==> config.mk <==
export PLATFORM = sky130hd
export DESIGN_NAME = hart_state
export DESIGN_NICKNAME = d
export VERILOG_FILES = /design/src/pito_pkg.sv /design/src/hart_state.sv
export VERILOG_INCLUDE_DIRS = /design/src
export SDC_FILE = /design/constraint.sdc
export NUM_CORES = 1
export LEC_CHECK = 0
export BUFFER_PORTS_ARGS = -buffer_cell sky130_fd_sc_hd__buf_2
export CAP_MARGIN = 20
export CORE_MARGIN = 2
export CORE_UTILIZATION = 30
export CTS_CLUSTER_SIZE = 30
export DETAILED_ROUTE_END_ITERATION = 10
export HOLD_SLACK_MARGIN = 0.02
export PLACE_DENSITY_LB_ADDON = 0.3
export SYNTH_ARGS = -nofsm -noshare
export SYNTH_HDL_FRONTEND = slang
export SYNTH_SLANG_ARGS = --single-unit
==> constraint.sdc <==
create_clock -name clk -period 5.8 [get_ports clk]
set_input_delay 0.29 -clock clk [delete_from_list [all_inputs] [get_ports clk]]
set_output_delay 0.29 -clock clk [all_outputs]
set_load 0.01 [all_outputs]
==> src/pito_params.svh <==
`ifndef PITO_PARAMS_SVH
`define PITO_PARAMS_SVH

// hart count and index width
`define PITO_NUM_HARTS        8
`define PITO_HART_W           3

// memory depths, in 32-bit words
`define PITO_IMEM_WORDS       512
`define PITO_DMEM_WORDS       256

// each hart owns one code region, hart h starts at h * region size
`define PITO_HART_CODE_BYTES  256

// datapath and register file
`define PITO_XLEN             32
`define PITO_NUM_REGS         32

// instruction field positions (lsb of each field)
`define PITO_RD_LSB           7
`define PITO_FUNCT3_LSB       12
`define PITO_RS1_LSB          15
`define PITO_RS2_LSB          20
`define PITO_FUNCT7_LSB       25

`endif

==> src/pito_pkg.sv <==
`include "pito_params.svh"

package pito_pkg;

    // ==================================================================
    // plain vector types
    // ==================================================================
    typedef logic [`PITO_HART_W-1:0]               hart_id_t;
    typedef logic [`PITO_XLEN-1:0]                 pc_t;
    typedef logic [31:0]                           instr_t;
    typedef logic [`PITO_XLEN-1:0]                 word_t;
    typedef logic [$clog2(`PITO_NUM_REGS)-1:0]     reg_addr_t;
    typedef logic [$clog2(`PITO_IMEM_WORDS)-1:0]   imem_addr_t;
    typedef logic [$clog2(`PITO_DMEM_WORDS)-1:0]   dmem_addr_t;

    // kept instruction subset, anything else decodes to nop
    typedef enum logic [3:0] {
        OP_NOP,
        OP_ADD,
        OP_SUB,
        OP_AND,
        OP_OR,
        OP_XOR,
        OP_SLT,
        OP_ADDI,
        OP_LUI,
        OP_LW,
        OP_SW,
        OP_BEQ,
        OP_BNE,
        OP_JAL
    } rv32_op_e;

    // ==================================================================
    // stage bundles
    // ==================================================================
    // decode to execute
    typedef struct packed {
        hart_id_t  hart;
        rv32_op_e  op;
        reg_addr_t rd;
        word_t     rs1_val;
        word_t     rs2_val;
        word_t     imm;
        pc_t       pc;
    } dec_ex_t;

    // execute to memory, reused for memory to writeback
    typedef struct packed {
        hart_id_t   hart;
        rv32_op_e   op;
        reg_addr_t  rd;
        word_t      result;
        word_t      store_data;
        dmem_addr_t addr;
        logic       redirect;
        pc_t        next_pc;
    } ex_mem_t;

    // broadcast to every hart context
    typedef struct packed {
        hart_id_t  hart;
        logic      we;
        reg_addr_t addr;
        word_t     data;
    } regf_write_t;

    typedef struct packed {
        hart_id_t hart;
        logic     valid;
        pc_t      pc;
    } pc_redirect_t;

endpackage

==> src/hart_state.sv <==
`include "pito_params.svh"

module hart_state #(
    parameter pito_pkg::hart_id_t HART_ID = '0
) (
    input  logic                   clk,
    input  logic                   pito_io_rst_n,
    input  logic                   fetch_en,
    input  pito_pkg::regf_write_t  regf_wr,
    input  pito_pkg::pc_redirect_t pc_redir,
    input  pito_pkg::reg_addr_t    rs1_addr,
    input  pito_pkg::reg_addr_t    rs2_addr,
    output pito_pkg::pc_t          pc,
    output pito_pkg::word_t        rs1_val,
    output pito_pkg::word_t        rs2_val
);
    import pito_pkg::*;

    // start of this hart's code region
    localparam pc_t RESET_PC = pc_t'(HART_ID) * pc_t'(`PITO_HART_CODE_BYTES);

    word_t regs [`PITO_NUM_REGS];
    logic  wr_hit;
    logic  redir_hit;

    // only act on broadcasts tagged with this hart
    assign wr_hit    = regf_wr.we && (regf_wr.hart == HART_ID) && (regf_wr.addr != '0);
    assign redir_hit = pc_redir.valid && (pc_redir.hart == HART_ID);

    // pc: redirect wins over sequential step
    always_ff @(posedge clk) begin
        if (!pito_io_rst_n) begin
            pc <= RESET_PC;
        end else if (redir_hit) begin
            pc <= pc_redir.pc;
        end else if (fetch_en) begin
            pc <= pc + pc_t'(4);
        end
    end

    always_ff @(posedge clk) begin
        if (wr_hit) begin
            regs[regf_wr.addr] <= regf_wr.data;
        end
    end

    // x0 reads as zero
    assign rs1_val = (rs1_addr == '0) ? '0 : regs[rs1_addr];
    assign rs2_val = (rs2_addr == '0) ? '0 : regs[rs2_addr];

    // a hart's writeback lands four cycles before its next fetch slot
    a_redir_not_on_fetch : assert property (
        @(posedge clk) disable iff (!pito_io_rst_n) !(redir_hit && fetch_en)
    );

endmodule

[Word-level counts from Yosys, hierarchy flattened]
Memories as Yosys holds them, arrays and structs flattened.
Cells that the tools add are included.
Word-level totals
  memories kept: 1
  memory bits (writable): 1024
  output and inout port bits: 96
  bits of input ports: 90
  logic and storage cells: 18
  bits in read-only memories: 0
  bits in latches: 0
  register bits: 32
Memories
  regs: words 32, bits a word 32, rd ports 2, clocked after memory_dff 0, write ports 1, RTL line hart_state.sv:22  | word_t regs [`PITO_NUM_REGS];
Cells by class
  muxes and demuxes: 6
  equality and inequality tests: 0
  reductions and logical operators: 9
  shift-type cells: 0
  divide/modulo/power cells: 0
  bitwise logic cells: 0
  magnitude comparators: 0
  $mul: 0
  $add $sub $neg: 1
Operators by type and width (number)
  $mux 32: 4
  $add 32x3->32 const B: 1
  $logic_not 5->1: 2
  $logic_not 3->1: 2
  $reduce_bool 5->1: 1
  $logic_and 1x1->1: 3
  $mux 1: 2
  $reduce_bool 2->1: 1

[Depth between registers and ports, before layout]
Gate-level depths: netlist of the first run.
  word-level depth: 5
  depth in mapped cells: 9
  depth with buffers taken out: 6

[Worst setup path before layout of the first run]
Ideal clock, no wire load.
  path type: in2reg
  start: input regf_wr[39] in the netlist's numbering
  end: memory regs[12][0] in the netlist's numbering, enable pin
  setup time: 421 ps
  slack: 2663 ps
  stages: 4
  buffers on the path: 0
  required time: 5379 ps
  data arrival time: 2716 ps
  path through: or4b_2 > nor2_1 > nand3b_1 > nor2_1
Between the ends
  word-level cells in the longest chain between the ends: 5
RTL lines
  from (decl): RTL line hart_state.sv:9  | input pito_pkg::regf_write_t regf_wr,
  $logic_not 3->1: RTL line hart_state.sv:27  | assign wr_hit = regf_wr.we && (regf_wr.hart == HART_ID) && (regf_wr.addr != '0);
  $logic_and 1x1->1 (2 in series): RTL line hart_state.sv:27
  $mux 1: RTL line hart_state.sv:42  | if (wr_hit) begin
  $mux 1 (not written as such): RTL line hart_state.sv:43  | regs[regf_wr.addr] <= regf_wr.data;
  to (decl): RTL line hart_state.sv:22
No other way between the ends.

[Worst setup path in the final report of the first run]
  start: input rs2_addr[0]
  end: output rs2_val[16]
Between the ends
  word-level cells in the longest chain between the ends: 2
  elaborated cells on any way between the ends: 3
  those cells by class: mux: 1; reduce/logical: 1; memory: 1
RTL lines
  from (decl): RTL line hart_state.sv:12  | input pito_pkg::reg_addr_t rs2_addr,
  $mem_v2 32x32 / $logic_not 5->1 (equally long branches)
  $mux 32 *: RTL line hart_state.sv:49  | assign rs2_val = (rs2_addr == '0) ? '0 : regs[rs2_addr];
  to (decl): RTL line hart_state.sv:15  | output pito_pkg::word_t rs2_val
Mark *: on every way between the ends. The rest lies on a longest branch, timed or not.

==> results.json, run 1 <==
{
  "drc": 0,
  "crit_path_start_kind": "primary input",
  "routed_wl_um": 161000,
  "vias": 27839,
  "die_h_um": 409,
  "skew_ns": 0.00957,
  "grt_pass1_vias": 28291,
  "synth_compound_area_share_pct": 3.84,
  "max-clock-path-buffers": 3,
  "ys_ff_latch": 1056,
  "cts-htree-levels": 3,
  "nNetsFinal": 2862,
  "vdd_drop_max_mv": 0.310,
  "place_congestion": 0.844,
  "hold_path_startpoint": "regf_wr[14]",
  "outcome": "completed",
  "overflow": 0,
  "synthXorXnorAreaFrac_pct": 0.516,
  "rsz0062_at_grt": "false",
  "synth-main-ff-cell": "edfxtp_1",
  "powerDensity_nw_per_um2": 303,
  "synthToLayoutAreaGrowth_pct": 16.6,
  "grt_pass1_wl_um": 223000,
  "worst-path-max-fanout": 65,
  "cts_root_buffer": "clkbuf_16",
  "finalCritPeriodShare_pct": 65.6,
  "cts_sinks": 1056,
  "grt_util_met2_pct": 31.6,
  "numPlacedInstances": 4774,
  "grt_max_degree": 70,
  "async_reset_ff_share_pct": 0,
  "hpwl_um": 103000,
  "drv_slew": 0,
  "fmax_mhz": 263,
  "worstHoldEndpoint": "regs[17][14]",
  "dieArea_um2": 167000,
  "finalNonFillerCells": 5047,
  "initialDrtViolationCount": 3149,
  "worst-r2r-cell-count": 5,
  "relSlewSlack_pct": 24.2,
  "synth_cells": 2485,
  "finalPower_uw": 17400,
  "avgRoutedWirePerCell_um": 31.9,
  "crit-reg2reg-launch": "pc[6]",
  "synth.avg_cell_area_um2": 19.8,
  "grt_busiest_layer": "met2",
  "track_usage_pct": 18.9,
  "hold_class": "in -> reg",
  "hold_viol_final": 0,
  "drive_gt1_share_pct": 37.8,
  "synthMuxAreaShare_pct": 27.4,
  "num_rows": 148,
  "ios": 186,
  "worstSkewPairLatency_ns": 0.72,
  "synth_edf_count": 1024,
  "synth-simple-area-share_pct": 2.04,
  "setup_viol": 0,
  "synth_fa_ha_area_share_pct": 0.0254,
  "regToRegSetupSlack_ns": 3.48,
  "antenna_found_initial": 12,
  "drv_cap": 0,
  "core_area_um2": 163000,
  "cts_hold_buf": 54,
  "worstHoldPathCells": 1,
  "worstSetupEndpointType": "output port",
  "synth_warnings": 0,
  "totalNegativeSetupSlack_ns": 0,
  "vias_per_cell": 5.52,
  "synth_top_family_by_area": "multiplexers",
  "critPathArrivalTime_ns": 3.51,
  "cts_tree": "done",
  "global_route.usage.met3_pct": 2.94,
  "numCtsBuffers": 114,
  "synth_cell_types": 48,
  "period_needed_ns": 3.80,
  "cts.clk_slew.worst_paths_ns": 0.06,
  "p_leak_uw": 0.0182,
  "grtUsageMet1_pct": 24.8,
  "fp.dieW_um": 409,
  "r2r-end": "pc[31]",
  "ant_nets": 0,
  "crit_type": "in -> out",
  "synth_area_um2": 49200,
  "initial_core_util_pct": 30.2,
  "portBuffers": 185,
  "cts.repair.resized": 0,
  "worstMarginPinSlew_ns": 1.13,
  "critPathRequiredTime_ns": 5.51,
  "firstDrtPassIters": 6,
  "yosysSeqAreaShare_pct": 63.8,
  "cts_setup_buffers": 0
}
metal layers:
layer / routed length [um] / vias to the layer above
met5: 26 / -
li1: - / 11300
met4: 6130 / 4
met1: 65300 / 15119
met3: 9970 / 244
met2: 79400 / 1172
logic make-up after synthesis:
| kind of cell | count (synthesis) |
|---|---|
| other | 1 |
| XOR/XNOR | 29 |
| multiplexers | 690 |
| adder cells (fa/ha/maj) | 1 |
| AO/OA/AOI/OAI | 297 |
| buffers and inverters | 201 |
| AND/OR/NAND/NOR | 210 |
| flip-flops | 1056 |
registers in the layout (all words and copies together), names as in the netlist:
signal / count
regs: 1024
pc: 32
where the power goes:
group,internal [uW],leakage (uW),switching [uW]
logic,612,0.00685,945
registers,8410,0.00949,26.6
clock network,4190,0.00185,3190
total,13200,0.0182,4160
worst max path at each step:
stage	startpoint	endpoint	slack, ns	depth (start not counted)
after floorplan	regf_wr[39]	regs[12][0]	2.66	4
final	rs2_addr[0]	rs2_val[16]	2.00	7
after global routing	rs2_addr[0]	rs2_val[5]	1.93	6
after detailed placement	rs2_addr[0]	rs2_val[24]	1.84	8
after CTS	rs2_addr[0]	rs2_val[24]	1.83	8
after global placement	rs2_addr[0]	rs2_val[24]	1.84	8
critical path, stage by stage:
cell,delay [ns]
buf_8,0.26
nor2_4,0.99
a22oi_1,0.34
nand2_1,0.25
a21oi_1,0.07
a2111oi_1,0.93
buf_2,0.28
final cells by class:
class                           instances  area, um^2
Multi-Input combinational cell       1259       17100
Tap cell                             2175        2720
Sequential cell                      1056       31400
Fill cell                           15128      105000
Timing Repair Buffer                  338        2420
Clock buffer                          128        2910
Clock inverter                         85         873
Antenna cell                            4        10.0
Inverter                                2        7.51
cell usage after synthesis, types with 25 or more instances:
library cell,n,area share (%)
a211oi_1,25,0.38
a21oi_1,83,0.84
a22oi_1,49,0.75
a31oi_1,32,0.41
buf_2,76,0.77
clkbuf_1,69,0.53
dfxtp_1,32,1.3
edfxtp_1,1024,62
mux2_2,89,2.0
mux2i_1,89,1.8
mux4_2,498,23
nand2_1,65,0.50
nor2_1,66,0.50
o21ai_0,50,0.51
cell usage in the layout, fill, tap and decap left out, types with 10 or more instances in the layout:
cell type,instances
xor2_1,24
mux4_2,498
conb_1,32
a22oi_1,49
a211oi_1,25
nand2_1,65
clkinv_1,37
nor2b_1,20
nor2_4,34
clkinv_2,25
nor2_1,32
a221oi_1,22
mux2i_1,89
edfxtp_1,1024
clkbuf_16,114
mux4_1,14
dfxtp_1,32
o21ai_0,50
mux2_2,89
bufinv_16,13
nand4_1,14
clkbuf_1,14
buf_4,86
a21oi_1,83
a31oi_1,32
buf_2,179
dlygate4sd3_1,54
nand3_1,10
buf_12,12
per-stage QoR:
| step | hold WS (ns) | utilization, % | instance area (um^2) | worst slack, ns |
|---|---|---|---|---|
| floorplan | 0.389 | - | 49300 | 2.66 |
| global placement | 0.480 | 32.6 | 53100 | 1.84 |
| detailed placement | 0.497 | 32.6 | 53100 | 1.84 |
| CTS | 0.0207 | 35.2 | 57400 | 1.83 |
| global route | 0.0525 | 35.3 | 57400 | 1.93 |
| finish | 0.0470 | 35.3 | 57400 | 2.00 |
(Power assumes the default switching activity.)
==> run 2: changes to the inputs <==
==> constraint.sdc (replaced) <==
create_clock -name clk -period 3.6 [get_ports clk]
set_input_delay 0.18 -clock clk [delete_from_list [all_inputs] [get_ports clk]]
set_output_delay 0.18 -clock clk [all_outputs]
set_load 0.01 [all_outputs]
==> run 2 against run 1 <==
Worst hold slack better by 0.061 ns. First-iteration DRC count is 5.5% higher. Total power is 59% higher. Cell count is 2.2% higher. Clock skew is 0.0048 ns lower. Die area stayed put. Core utilization is 0.79 points higher. Largest cell class unchanged. Highest routed layer unchanged.
==> results.json, run 2 (synthesized netlist as in run 1, its figures left out) <==
{
  "dieArea_um2": 167000,
  "worstMarginPinSlew_ns": 1.18,
  "rsz0062_at_grt": "false",
  "critPathArrivalTime_ns": 2.92,
  "core_area_um2": 163000,
  "finalCritPeriodShare_pct": 86.2,
  "largest_reg_flops": 1024,
  "multi_input_area_um2": 17100,
  "routed_wl_um": 158000,
  "worstSetupEndpointType": "output port",
  "layout_common_cells": "1024 x edfxtp_1, 498 x mux4_2, 179 x buf_2",
  "totalNegativeSetupSlack_ns": 0,
  "crit_type": "reg -> out",
  "relSlewSlack_pct": 20.9,
  "period_needed_ns": 3.10,
  "grt_max_degree": 63,
  "drive_gt1_share_pct": 38.7,
  "grt_pass1_vias": 29148,
  "critPathRequiredTime_ns": 3.42,
  "hold_class": "in -> reg",
  "nNetsFinal": 2976,
  "setup_viol": 0,
  "crit_path_start_kind": "flip-flop",
  "numCtsBuffers": 114,
  "hold_path_startpoint": "pito_io_rst_n",
  "fmax_mhz": 322,
  "vias": 28373,
  "p_leak_uw": 0.0188,
  "fillers": 15066,
  "final_common_cell": "edfxtp_1",
  "cp_num_buf_inv": 1,
  "cpLargestDelayFamily": "compound AO/OA/AOI/OAI gates",
  "drc": 0,
  "outcome": "completed",
  "num_rows": 148,
  "firstDrtPassIters": 5,
  "avgRoutedWirePerCell_um": 30.6,
  "place_congestion": 0.800,
  "crit_chain": "mux4_2 > mux2_2 > o21ai_0 > a31oi_1 > buf_2",
  "initialDrtViolationCount": 3322,
  "ant_nets": 0,
  "crit_start": "regs[8][27]",
  "overflow": 0,
  "die_h_um": 409,
  "fp.dieW_um": 409,
  "track_usage_pct": 18.5,
  "grt_pass1_wl_um": 220000,
  "vdd_drop_max_mv": 0.418,
  "synthToLayoutAreaGrowth_pct": 19.3,
  "antenna_cells": 0,
  "worst-path-max-fanout": 2,
  "drv_cap": 0,
  "hpwl_um": 96100,
  "vias_per_cell": 5.50,
  "ios": 186,
  "regMostFlops": "regs",
  "cts_setup_buffers": 0,
  "cts-htree-levels": 3,
  "portBuffers": 185,
  "max-clock-path-buffers": 3,
  "worstSkewPairLatency_ns": 0.71,
  "cp_slowest_cell": "o21ai_0",
  "powerDensity_nw_per_um2": 470,
  "drv_slew": 0,
  "initial_core_util_pct": 30.2,
  "crit-reg2reg-launch": "pc[8]",
  "regArea_um2": 31400,
  "cts_root_buffer": "clkbuf_16",
  "finalNonFillerCells": 5157,
  "cts.clk_slew.worst_paths_ns": 0.06,
  "numPlacedInstances": 4853,
  "hold_viol_final": 0,
  "reg_top3": "regs x1024, pc x32",
  "cts_tree": "done",
  "skew_ns": 0.00479,
  "dp_slack_ns": 0.579,
  "worst_slack_ns": 0.498,
  "cts_sinks": 1056,
  "antenna_found_initial": 12,
  "max_stage_delay_ns": 0.53
}
==> run 2: area by class of cell <==
cell class / count / share of cell area (%)
multi-input cells: 1259 / 29.1
well taps: 2175 / 4.64
clock buffers: 131 / 4.97
clock inverters: 82 / 1.26
flip-flops and latches: 1056 / 53.5
inverters: 2 / 0.0128
repair buffers: 452 / 6.53
==> run 2: metal layers <==
| layer | vias up | wire [um] | track usage [%] | part of all wire (%) |
|---|---|---|---|---|
| met5 | - | 16 | 0 | 0.010 |
| met1 | 15437 | 66300 | 25.5 | 42 |
| met4 | 2 | 4280 | 5.10 | 2.7 |
| li1 | 11522 | - | - | - |
| met2 | 1193 | 76300 | 30.3 | 48 |
| met3 | 219 | 11000 | 3.04 | 6.9 |
==> run 2: per-stage QoR <==
step                utilization [%]  instance area [um^2]  hold WS (ns)  total power, uW
detailed placement             33.2                 54100         0.420            16300
CTS                            36.1                 58700        0.0390            27900
global placement               33.2                 54100         0.422            16300
floorplan                         -                 49300         0.279            15200
finish                         36.1                 58700         0.108            27600
global route                   36.1                 58700         0.103            28400
==> run 2: repair_timing <==
item,4_1_cts,5_1_grt
gates resized for setup,0,0
endpoints found under the hold margin,1033,0
hold buffers,91,0
==> run 2: report_power, final <==
| part | switching, uW | internal [uW] | total, uW | leakage [uW] |
|---|---|---|---|---|
| Sequential | 43.6 | 13500 | 13600 | 0.00949 |
| Clock | 5040 | 6470 | 11500 | 0.00179 |
| Combinational | 1400 | 1090 | 2490 | 0.00752 |
| Total | 6480 | 21100 | 27600 | 0.0188 |
==> run 2: worst min-delay path: stages <==
cell and delay, ns:
buf_2 0.25, clkinv_1 0.26, a211oi_1 0.07
==> run 2: worst paths after layout <==
check	slack, ns	cells after the start	to
worst max register to register	1.45	7	pc[27]
worst min register to register	0.49	2	pc[1]
worst min-delay path	0.11	3	pc[5]
worst max-delay path	0.50	5	rs1_val[27]
