<file path="src/pito_params.svh">
`ifndef PITO_PARAMS_SVH
`define PITO_PARAMS_SVH

// hart count and index width
`define PITO_NUM_HARTS        8
`define PITO_HART_W           3

// memory depths, in 32-bit words
`define PITO_IMEM_WORDS       512
`define PITO_DMEM_WORDS       256

// each hart owns one code region, hart h starts at h * region size
`define PITO_HART_CODE_BYTES  256

// datapath and register file
`define PITO_XLEN             32
`define PITO_NUM_REGS         32

// instruction field positions (lsb of each field)
`define PITO_RD_LSB           7
`define PITO_FUNCT3_LSB       12
`define PITO_RS1_LSB          15
`define PITO_RS2_LSB          20
`define PITO_FUNCT7_LSB       25

`endif

</file>
<file path="src/pito_pkg.sv">
`include "pito_params.svh"

package pito_pkg;

    // ==================================================================
    // plain vector types
    // ==================================================================
    typedef logic [`PITO_HART_W-1:0]               hart_id_t;
    typedef logic [`PITO_XLEN-1:0]                 pc_t;
    typedef logic [31:0]                           instr_t;
    typedef logic [`PITO_XLEN-1:0]                 word_t;
    typedef logic [$clog2(`PITO_NUM_REGS)-1:0]     reg_addr_t;
    typedef logic [$clog2(`PITO_IMEM_WORDS)-1:0]   imem_addr_t;
    typedef logic [$clog2(`PITO_DMEM_WORDS)-1:0]   dmem_addr_t;

    // kept instruction subset, anything else decodes to nop
    typedef enum logic [3:0] {
        OP_NOP,
        OP_ADD,
        OP_SUB,
        OP_AND,
        OP_OR,
        OP_XOR,
        OP_SLT,
        OP_ADDI,
        OP_LUI,
        OP_LW,
        OP_SW,
        OP_BEQ,
        OP_BNE,
        OP_JAL
    } rv32_op_e;

    // ==================================================================
    // stage bundles
    // ==================================================================
    // decode to execute
    typedef struct packed {
        hart_id_t  hart;
        rv32_op_e  op;
        reg_addr_t rd;
        word_t     rs1_val;
        word_t     rs2_val;
        word_t     imm;
        pc_t       pc;
    } dec_ex_t;

    // execute to memory, reused for memory to writeback
    typedef struct packed {
        hart_id_t   hart;
        rv32_op_e   op;
        reg_addr_t  rd;
        word_t      result;
        word_t      store_data;
        dmem_addr_t addr;
        logic       redirect;
        pc_t        next_pc;
    } ex_mem_t;

    // broadcast to every hart context
    typedef struct packed {
        hart_id_t  hart;
        logic      we;
        reg_addr_t addr;
        word_t     data;
    } regf_write_t;

    typedef struct packed {
        hart_id_t hart;
        logic     valid;
        pc_t      pc;
    } pc_redirect_t;

endpackage

</file>
<file path="src/execute_stage.sv">
module execute_stage (
    input  logic              clk,
    input  pito_pkg::dec_ex_t dec_ex,
    output pito_pkg::ex_mem_t ex_mem
);
    import pito_pkg::*;

    localparam int DMEM_AW = $bits(dmem_addr_t);

    word_t alu_res;
    logic  rs_eq;
    logic  taken;

    // ==================================================================
    // alu
    // ==================================================================
    always_comb begin
        case (dec_ex.op)
            OP_ADD:  alu_res = dec_ex.rs1_val + dec_ex.rs2_val;
            OP_SUB:  alu_res = dec_ex.rs1_val - dec_ex.rs2_val;
            OP_AND:  alu_res = dec_ex.rs1_val & dec_ex.rs2_val;
            OP_OR:   alu_res = dec_ex.rs1_val | dec_ex.rs2_val;
            OP_XOR:  alu_res = dec_ex.rs1_val ^ dec_ex.rs2_val;
            OP_SLT:  alu_res = word_t'($signed(dec_ex.rs1_val) < $signed(dec_ex.rs2_val));
            // addi and the load/store address share the adder
            OP_ADDI: alu_res = dec_ex.rs1_val + dec_ex.imm;
            OP_LW:   alu_res = dec_ex.rs1_val + dec_ex.imm;
            OP_SW:   alu_res = dec_ex.rs1_val + dec_ex.imm;
            OP_LUI:  alu_res = dec_ex.imm;
            // link value
            OP_JAL:  alu_res = dec_ex.pc + pc_t'(4);
            default: alu_res = '0;
        endcase
    end

    // ==================================================================
    // branch resolve
    // ==================================================================
    assign rs_eq = (dec_ex.rs1_val == dec_ex.rs2_val);

    always_comb begin
        case (dec_ex.op)
            OP_JAL:  taken = 1'b1;
            OP_BEQ:  taken = rs_eq;
            OP_BNE:  taken = !rs_eq;
            default: taken = 1'b0;
        endcase
    end

    always_ff @(posedge clk) begin
        ex_mem.hart       <= dec_ex.hart;
        ex_mem.op         <= dec_ex.op;
        ex_mem.rd         <= dec_ex.rd;
        ex_mem.result     <= alu_res;
        ex_mem.store_data <= dec_ex.rs2_val;
        // byte address to word address
        ex_mem.addr       <= alu_res[DMEM_AW+1:2];
        ex_mem.redirect   <= taken;
        ex_mem.next_pc    <= dec_ex.pc + dec_ex.imm;
    end

endmodule

</file>
<file path="config.mk">
export PLATFORM = sky130hd
export DESIGN_NAME = execute_stage
export DESIGN_NICKNAME = d
export VERILOG_FILES = /design/src/pito_pkg.sv /design/src/execute_stage.sv
export VERILOG_INCLUDE_DIRS = /design/src
export SDC_FILE = /design/constraint.sdc
export NUM_CORES = 1
export LEC_CHECK = 0
export BUFFER_PORTS_ARGS = -buffer_cell sky130_fd_sc_hd__buf_2
export CORE_ASPECT_RATIO = 1.25
export CORE_MARGIN = 8
export CORE_UTILIZATION = 57
export CTS_BUF_LIST = sky130_fd_sc_hd__clkbuf_4
export CTS_CLUSTER_DIAMETER = 80
export CTS_CLUSTER_SIZE = 25
export DETAILED_ROUTE_END_ITERATION = 6
export GPL_TIMING_DRIVEN = 0
export PLACE_DENSITY = 0.84
export REMOVE_ABC_BUFFERS = 1
export SLEW_MARGIN = 20
export SYNTH_ARGS = -nofsm -noshare
export SYNTH_HDL_FRONTEND = slang
export SYNTH_SLANG_ARGS = --single-unit
</file>
<file path="constraint.sdc">
create_clock -name clk -period 4.6 [get_ports clk]
set_input_delay 0.46 -clock clk [delete_from_list [all_inputs] [get_ports clk]]
set_output_delay 0.46 -clock clk [all_outputs]
set_load 0.01 [all_outputs]
</file>
* Yosys cells after proc, flatten, opt, wreduce, memory -nomap -nowiden
Cells that the tools add are included.
** Word-level totals
- Register bits after elaboration :: 117
- Bits of input ports :: 141
- Output and inout port bits :: 117
** Cells by class
- Add/subtract/negate cells :: 5
- Order comparisons :: 1
- Eq/ne operators :: 14
- Multiplexer cells :: 2
- Bitwise gates (word level) :: 3
- Reduce and logical (&&, ||, !) cells :: 2
** Operators with widths (number)
- case mux 32 bit (9 select lines) :: 1
- adder 32 bit :: 3
- adder 32 x 3 -> 32 bit, second input constant :: 1
- AND 32 bit :: 1
- equality test 32 bit :: 1
- < comparator 32 bit :: 1
- OR 32 bit :: 1
- subtractor 32 bit :: 1
- XOR 32 bit :: 1
- equality test 4 bit, second input constant :: 6
- equality test 4 x 3 -> 1 bit, second input constant :: 4
- equality test 4 x 2 -> 1 bit, second input constant :: 2
- equality test 4 x 1 -> 1 bit, second input constant :: 1
- case mux 1 bit (3 select lines) :: 1
- OR reduction 3 bit :: 1
- zero test 1 bit :: 1

* Depth between registers and ports, before layout
Gate-level depths: netlist of the first run.
- Word-level depth :: 3
- Depth in mapped cells :: 17

* Worst setup path after synthesis of the first run
No wires, ideal clock.
- Kind :: input -> register
- Start :: input port dec_ex[136] in the netlist's numbering
- End :: register ex_mem[104] in the netlist's numbering
- Library setup time :: 0.134 ns
- Arrival :: 3.866 ns
- Required time :: 4.466 ns
- Path slack :: 0.600 ns
- Stages :: 16
- Cell sequence :: clkbuf_1 > nor3b_1 > nand2_1 > nand2_1 > clkbuf_1 > nand2_1 > o21ai_0 > ha_1 > a21oi_1 > a21oi_1 > o21ai_1 > or3b_1 > a221o_1 > a221oi_4 > o2111ai_1 > or4_1
** On the way
- Longest elaborated chain between the ends :: 3
- Elaborated cells on any way between the ends :: 13
- Classes of those cells :: eq/ne: 11; mux: 1; reduce/logical: 1
** Ends and longest elaborated chain
- start, declared :: line execute_stage.sv:3 : input pito_pkg::dec_ex_t dec_ex,
- equality test 4 bit or equality test 4 x 3 -> 1 bit (tied branches) :: line execute_stage.sv:18 : case (dec_ex.op)
- OR reduction 3 bit (no source line)
- case mux 32 bit (9 select lines) * :: line execute_stage.sv:18
- net alu_res[31] :: line execute_stage.sv:10 : word_t alu_res;
- end, declared :: line execute_stage.sv:4 : output pito_pkg::ex_mem_t ex_mem
Mark *: on every way through the listed nets, which the timed path passes. The rest lies on a longest branch.

* Worst setup path in the final report of the first run
Ends and elaborated chain as after synthesis.

==> impl_metrics.toml, run 1 <==
[run_status]
status = "finished with violations"
violations = "DRC"

[clocking]
cts-root-buf = "clkbuf_4"
clk_path_buf_depth = 2
cts.repair.resized = 0
h-tree-depth = 3
cts_inserted_buffers = 9
path_clk_slew_ps = 170
cts_tree = "built"
cts.sinks = 109

[finish]
largest_reg_flops = 109
drive_gt1_share_pct = 19.1
area_growth_pct = 15.4
regMostFlops = "ex_mem"
largestRegisters = "ex_mem: 109 flops"
final_nets = 1890

[worst_setup_path]
cp-start-kind = "input pin"
crit_arrival_ps = 4670
end_kind = "flip-flop"
cp_max_fo = 44
cp.required_ps = 5020
critPathKind = "input pin to flip-flop"

[sta]
hold_ws_ps = 34.4
setup_viol = 0
slew-limit-headroom_pct = 28.2
timing.final.crit_share_pct = 92.3
setup_slack_ps = 356
drv_slew = 0
max_freq_ghz = 0.236
rsz0062_at_grt = "no"
finalHoldViolCount = 0
period_minus_slack_ps = 4240
max_slew.worst_pin.slew_ps = 1070

[synth]
ys_warn_count = 0
synthAdderAreaFrac_pct = 20.1
seq_area_frac_synth_pct = 20.4
synth-seq-cells = 109
postSynthAreaPerCell_um2 = 7.88
synth_top_family_by_area = "compound AO/OA/AOI/OAI gates"
netlist_instances = 1356
syn_area_mm2 = 0.0107
synth_edf_count = 0
synth_flop_cell = "dfxtp_1"
synth-compound-area-share_pct = 27.1
synthXorXnorAreaFrac_pct = 8.04
async_flop_share_pct = 0
yosys-mux-area-fraction_pct = 0.750
ys_types = 74
synth_simple_gate_area_share_pct = 17.6

[grt]
grtUsageMet1_pct = 30.5
met2_usage_pct = 51.8
overflow = 0
grt_usage_pct = 29.2
antenna_found_initial = 3
grtUsageMet3_pct = 5.24
grt_pass1_wl_um = 56100
grt_max_degree = 45
grt_pass1_vias = 11263
busiest_layer = "met2"

[floorplan]
ioPinCount = 258
die_area_mm2 = 0.0234
die_y_um = 169
initial_core_util_pct = 57.5
fp.coreArea_mm2 = 0.0186
rows = 56
die_w_um = 138

[power_and_ir_drop]
pwr_density_cell_mw_per_mm2 = 248
p_leak_nw = 5.86
irDropWorstVdd_mv = 0.135
total_power_w = 0.00305

[routing]
detail_route.wl_per_cell_um = 19.7
firstDrtPassIters = 7
drt-total-wl_um = 35900
ant_nets = 0
remaining_drc_errors = 3
drt_iter0_drc = 801
num_vias = 11276
vias_per_cell = 6.20

[run]
drv_cap = 0

[place]
pre_cts_slack_ps = -149
hpwl_um = 29300
port_buffers = 257
gp_congestion = 0.990

[min_path]
hold_class = "input pin to flip-flop"
what timing repair did:
item | 4_1_cts | 5_1_grt
setup buffers | 0 | 0
endpoints found under the hold margin | 0 | 3
hold buffers | 0 | 3
per-stage QoR:
step | util [%] | instance area, µm² | TNS (ps) | instances
detailed placement | 65.4 | 12100 | -193 | 1797
global route | 66.4 | 12300 | 0 | 1819
floorplan | - | 10400 | 0 | 1298
global placement | 64.7 | 12000 | -50390 | 1787
CTS | 66.2 | 12300 | 0 | 1813
finish | 66.4 | 12300 | 0 | 1819
synthesized netlist by cell type (7+ instances only):
| library cell | count | area, µm² |
|---|---|---|
| ha_1 | 167 | 2090 |
| nor2b_1 | 13 | 81.3 |
| xnor2_1 | 67 | 587 |
| a21o_1 | 32 | 240 |
| xor2_1 | 31 | 272 |
| nand2_1 | 120 | 450 |
| o21a_1 | 13 | 97.6 |
| clkbuf_1 | 47 | 176 |
| nor2_1 | 76 | 285 |
| o21ai_0 | 86 | 430 |
| or3_1 | 9 | 56.3 |
| buf_4 | 8 | 60.1 |
| o31ai_1 | 12 | 90.1 |
| a221oi_1 | 16 | 140 |
| o211ai_1 | 23 | 173 |
| dfxtp_1 | 109 | 2180 |
| o221ai_1 | 11 | 96.3 |
| mux2i_1 | 8 | 80.1 |
| nand4_1 | 20 | 125 |
| and3_1 | 18 | 113 |
| nand2b_1 | 12 | 75.1 |
| a22oi_1 | 22 | 165 |
| a21oi_1 | 99 | 495 |
| nand3_1 | 39 | 195 |
| inv_1 | 102 | 383 |
| o21bai_1 | 15 | 113 |
| o2111ai_1 | 15 | 131 |
| a31oi_1 | 10 | 62.6 |
| a211oi_1 | 7 | 52.6 |
| nor3_1 | 19 | 95.1 |
| o21ai_1 | 9 | 45.0 |
| nor4_1 | 11 | 68.8 |
layout by cell type (no fill, tap or decap), drive strengths merged, types with 24 or more instances in the layout:
cell type,count
buf,267
nand3,39
xnor2,67
a21o,34
a21oi,101
o211ai,24
o21ai,95
nand2,120
xor2,31
inv,104
dfxtp,109
ha,167
nor2,76
worst max-delay path, stage by stage:
cell,delay [ps]
buf_2,200
nor3b_1,320
nand2_1,150
nand2_2,370
buf_12,270
nand2_1,70
o21ai_0,120
ha_1,300
a21oi_1,220
a21oi_1,140
o21ai_1,140
or3b_1,450
a221o_1,430
a221oi_4,380
o2111ai_1,180
or4_1,450
report_power, final:
group	switching (W)	total, W	internal, W	leakage (nW)
Sequential	0.0000308	0.00111	0.00108	0.917
Clock	0.000335	0.000505	0.000170	0.0681
Combinational	0.000861	0.00144	0.000578	4.88
logic make-up (layout without fill, tap and decap cells):
kind of cell    Yosys count  in the layout
buf+inv                 161            389
flops                   109            109
other cells               0              3
xor+xnor                 98             98
fa+ha+maj               170            170
mux                       8              8
compound gates          429            429
simple gates            381            381
per-layer routing:
layer / wire length (µm) / share of wire [%]
met2: 17700 / 49
met5: 0 / 0
met3: 2260 / 6.3
met4: 2440 / 6.8
met1: 13600 / 38
final cells by class:
type,instances,area [µm²]
fill,1618,6240
tap,232,290
antenna,3,7.51
clock inverter,6,61.3
inverter,103,387
sequential,109,2180
multi-input combinational,1086,7900
clock buffer,10,75.1
timing repair buffer,270,1420
worst paths after layout:
kind | start | end | slack, ps | depth (start not counted)
max | dec_ex[136] | ex_mem[104] | 360 | 16
min | dec_ex[139] | ex_mem[116] | 30 | 1
Note: power is estimated with default switching activity, not from simulation.
==> run 2: changes to the inputs <==
- CORE_UTILIZATION: 57 -> 35
- PLACE_DENSITY: 0.84 -> 0.6
==> impl_metrics.toml, run 2 (synthesized netlist as in run 1, its figures left out) <==
[clocking]
h-tree-depth = 3
cts-root-buf = "clkbuf_4"
cts.sinks = 109
cts_inserted_buffers = 9
cts_tree = "built"
clk_path_buf_depth = 2
path_clk_slew_ps = 180

[finish]
regMostFlops = "ex_mem"
final_common_cell = "buf_2"
largestRegisters = "ex_mem: 109 flops"
final_nets = 1905
area_growth_pct = 19.1
final_cell_mix = "buf_2, ha_1, nand2_1"
largest_reg_flops = 109
drive_gt1_share_pct = 19.1

[worst_setup_path]
endpoint = "ex_mem[99]"
cp.buffers_inverters = 3
critPathKind = "input pin to flip-flop"
cp_max_fo = 23
end_kind = "flip-flop"
crit_arrival_ps = 4610
crit_path_cell_trace = "buf_2 > nor3b_1 > nand2_1 > nand2_4 > buf_16 > buf_16 > nand2_1 > o21ai_0 > ha_1 > fa_1 > nand3_1 > a2111oi_0 > nor2_1 > o21ai_1 > o22ai_1 > o311ai_1 > xnor2_1 > o221ai_1"
cp_slowest_cell = "a2111oi_0"
cp-start-kind = "input pin"
cp_top_family = "compound AO/OA/AOI/OAI gates"
cpPeakStageDelay_ps = 460
crit_path_start = "dec_ex[136]"
cp.required_ps = 5000
path_depth = 18

[floorplan]
die_area_mm2 = 0.0364
fp.coreArea_mm2 = 0.0301
die_y_um = 211
initial_core_util_pct = 35.5
ioPinCount = 258
die_w_um = 172
rows = 71

[run_status]
status = "complete, no violations"

[power_and_ir_drop]
comb_power_share_pct = 48.2
irDropWorstVdd_mv = 0.111
p_leak_nw = 5.94
pwr-share-clk_pct = 15.7
internal_power_w = 0.00179
power.switching_w = 0.00127
p_sw_share_pct = 41.5
pwr_density_cell_mw_per_mm2 = 240
seqPwrFrac_pct = 36.1

[place]
hpwl_um = 33100
pre_cts_slack_ps = -161
gp_congestion = 0.917
port_buffers = 257

[routing]
drt-total-wl_um = 40000
remaining_drc_errors = 0
num_vias = 11048
firstDrtPassIters = 5
ant_nets = 0
vias_per_cell = 5.51
drt_iter0_drc = 583
detail_route.wl_per_cell_um = 20.0

[sta]
max_freq_ghz = 0.237
setup_tns_ps = 0
drv_slew = 0
max_slew.worst_pin.slew_ps = 1120
rsz0062_at_grt = "no"
hold_ws_ps = 52.0
finalHoldViolCount = 0
timing.final.crit_share_pct = 91.6
slew-limit-headroom_pct = 24.9
setup_slack_ps = 387
setup_viol = 0
period_minus_slack_ps = 4210

[grt]
grt_max_degree = 32
antenna_found_initial = 7
grt_usage_pct = 21.4
overflow = 0
grt_pass1_vias = 10990
grt_pass1_wl_um = 60400

[min_path]
hold_class = "input pin to flip-flop"

[run]
drv_cap = 0
-- run 2: changes by cell type in the layout (fill, tap and decap cells not counted), moves of 2 or more --
cell and delta:
buf_2 -2, diode_2 +3, dlygate4sd3_1 +14, buf_6 +3
buf_16 +2, clkinv_4 +2
-- run 2: per-layer routing --
layer | part of all wire [%] | track usage, %
met5 | 0.087 | 0
met4 | 4.1 | 10.2
met3 | 5.4 | 3.82
met2 | 52 | 39.6
met1 | 39 | 22.9
-- run 2: through the flow --
stage                     cells  total power, W  instance area (µm²)  util (%)
final                      2006         0.00306                12700      42.2
after global routing       2004         0.00328                12700      42.2
after CTS                  1999         0.00309                12700      42.1
after detailed placement   1967         0.00258                12400      41.2
after global placement     1956         0.00256                12200      40.6
after floorplan            1298         0.00203                10400         -
-- run 2: power by group through the flow --
stage          Clock, W  Combinational (W)  Sequential (W)
5_1_grt        0.000545            0.00161         0.00112
6_report       0.000480            0.00147         0.00110
2_1_floorplan         0           0.000822         0.00121
4_1_cts        0.000512            0.00147         0.00111
3_5_place_dp          0            0.00145         0.00113
3_3_place_gp          0            0.00143         0.00112
-- run 2: area by class of cell --
class / instances / area [µm²]
Fill cell: 3147 / 17400
Sequential cell: 109 / 2180
Multi-Input combinational cell: 1086 / 7910
Inverter: 103 / 387
Clock inverter: 6 / 46.3
Antenna cell: 6 / 15.0
Clock buffer: 10 / 75.1
Timing Repair Buffer: 285 / 1610
Tap cell: 401 / 502
-- run 2: what timing repair did --
| item | 4_1_cts | 5_1_grt |
|---|---|---|
| buffers inserted | 0 | 0 |
| hold buffers | 16 | 1 |
| resized for setup | 0 | 1 |
| setup endpoints to repair | 0 | 3 |
| hold endpoints to repair | 16 | 1 |
-- run 2: worst min path at each step --
| stage | start | endpoint | slack (ps) | depth (start not counted) |
|---|---|---|---|---|
| 2_1_floorplan | dec_ex[128] | ex_mem[105] | 490 | 0 |
| 3_5_place_dp | dec_ex[131] | ex_mem[108] | 560 | 1 |
| 6_report | dec_ex[73] | ex_mem[50] | 50 | 1 |
| 3_3_place_gp | dec_ex[137] | ex_mem[114] | 560 | 1 |
| 4_1_cts | dec_ex[65] | ex_mem[42] | 5 | 1 |
| 5_1_grt | dec_ex[65] | ex_mem[42] | 3 | 1 |
==> run 3: changes to the inputs <==
- BUFFER_PORTS_ARGS: -buffer_cell sky130_fd_sc_hd__buf_2 -> -buffer_cell sky130_fd_sc_hd__buf_4
- RECOVER_POWER: default -> 100
==> impl_metrics.toml, run 3 (synthesized netlist as in run 1, its figures left out) <==
[finish]
regMostFlops = "ex_mem"
largest_reg_flops = 109
n_fill_cell = 3248
fin_util_pct = 42.8
drive_gt1_share_pct = 9.36
area_growth_pct = 20.6
final_cell_mix = "ha_1, clkbuf_1, nand2_1"
final_common_cell = "ha_1"
final_nets = 1919
largestRegisters = "ex_mem: 109 flops"

[routing]
num_vias = 11037
drt_iter0_drc = 622
detail_route.wl_per_cell_um = 20.0
vias_per_cell = 5.48
firstDrtPassIters = 5
drt-total-wl_um = 40300
ant_nets = 0
remaining_drc_errors = 0

[grt]
antenna_found_initial = 3
grt_usage_pct = 21.5
grt_pass1_wl_um = 60700
grt_pass1_vias = 11003
grt_max_degree = 43
overflow = 0

[worst_setup_path]
critPathKind = "input pin to flip-flop"
cp_max_fo = 42
end_kind = "flip-flop"
crit_arrival_ps = 4660
cp.required_ps = 5030
cp-start-kind = "input pin"

[clocking]
cts.repair.resized = 0
cts_tree = "built"
clk_path_buf_depth = 2
post_cts_buffers = 0
cts-root-buf = "clkbuf_4"
path_clk_slew_ps = 170
h-tree-depth = 3
cts_inserted_buffers = 9
cts.sinks = 109
hold_buffers = 28

[sta]
rsz0062_at_grt = "no"
timing.final.crit_share_pct = 92.0
finalHoldViolCount = 0
setup_viol = 0
setup_tns_ps = 0
max_freq_ghz = 0.236
slew-limit-headroom_pct = 23.4
drv_slew = 0
max_slew.worst_pin.slew_ps = 1150
period_minus_slack_ps = 4230

[min_path]
hold_class = "input pin to flip-flop"

[run_status]
status = "complete, no violations"

[floorplan]
rows = 71
die_w_um = 172
die_y_um = 211
initial_core_util_pct = 35.5
ioPinCount = 258
die_area_mm2 = 0.0364
fp.coreArea_mm2 = 0.0301

[power_and_ir_drop]
p_leak_nw = 5.61
irDropWorstVdd_mv = 0.104
total_power_w = 0.00305
pwr_density_cell_mw_per_mm2 = 237

[place]
port_buffers = 257
gp_congestion = 0.914
hpwl_um = 32900

[run]
drv_cap = 0
run 3: changes by cell type in the layout (fill, tap and decap cells not counted), moves of 2 or more:
cell and delta:
buf_2 -257, clkbuf_1 +153, buf_4 +96, dlygate4sd3_1 +15
clkbuf_4 +7, diode_2 -5, o21ai_0 +5, o21ai_1 -5
clkinv_2 +3, buf_16 -2, clkinv_4 -2, o311ai_0 +2
o311ai_1 -2
run 3: worst max-delay path: stages:
cell and delay [ps]:
buf_4 160, nor3b_1 270, nand2_1 150, nand2_2 380, buf_12 260, nand2_1 80, o21ai_0 120, ha_1 310
a21oi_1 210, a21oi_1 140, o21ai_0 180, or3b_1 460, a221o_1 440, a221oi_4 390, o2111ai_1 170, or4_1 440
run 3: layout make-up:
cell class | count | area, µm² | area share (%)
diodes | 1 | 2.50 | 0.0194
clock buffers | 9 | 67.6 | 0.525
repair buffers | 299 | 1800 | 13.9
multi-input cells | 1086 | 7890 | 61.3
well taps | 401 | 502 | 3.90
flip-flops and latches | 109 | 2180 | 16.9
clock inverters | 7 | 48.8 | 0.379
inverters | 103 | 387 | 3.00
run 3: worst paths after layout:
| path | depth (start not counted) | from | end | slack, ps |
|---|---|---|---|---|
| worst min-delay path | 1 | dec_ex[72] | ex_mem[49] | 80 |
| worst max-delay path | 16 | dec_ex[133] | ex_mem[104] | 370 |
run 3: per-stage QoR:
| step | hold slack, ps | setup WS [ps] | area, µm² | std cells |
|---|---|---|---|---|
| floorplan | 488 | 263 | 10400 | 1298 |
| CTS | 0.499 | 453 | 13400 | 2010 |
| detailed placement | 566 | -143 | 13000 | 1966 |
| global placement | 565 | -2360 | 12900 | 1956 |
| global route | 42.2 | 99.3 | 12900 | 2015 |
| finish | 75.7 | 368 | 12900 | 2015 |
run 3: layer usage:
metal,global-route usage [%],share of wire (%)
met1,23.7,39
met2,38.8,51
met3,3.50,5.2
met4,11.2,4.7
met5,0,0.052
run 3: power breakdown:
group	switching, W	total, W	internal [W]	leakage [nW]
sequential	0.0000333	0.00111	0.00108	0.917
combinational	0.000881	0.00146	0.000577	4.63
clock	0.000373	0.000487	0.000114	0.0669
total	0.00129	0.00305	0.00177	5.61
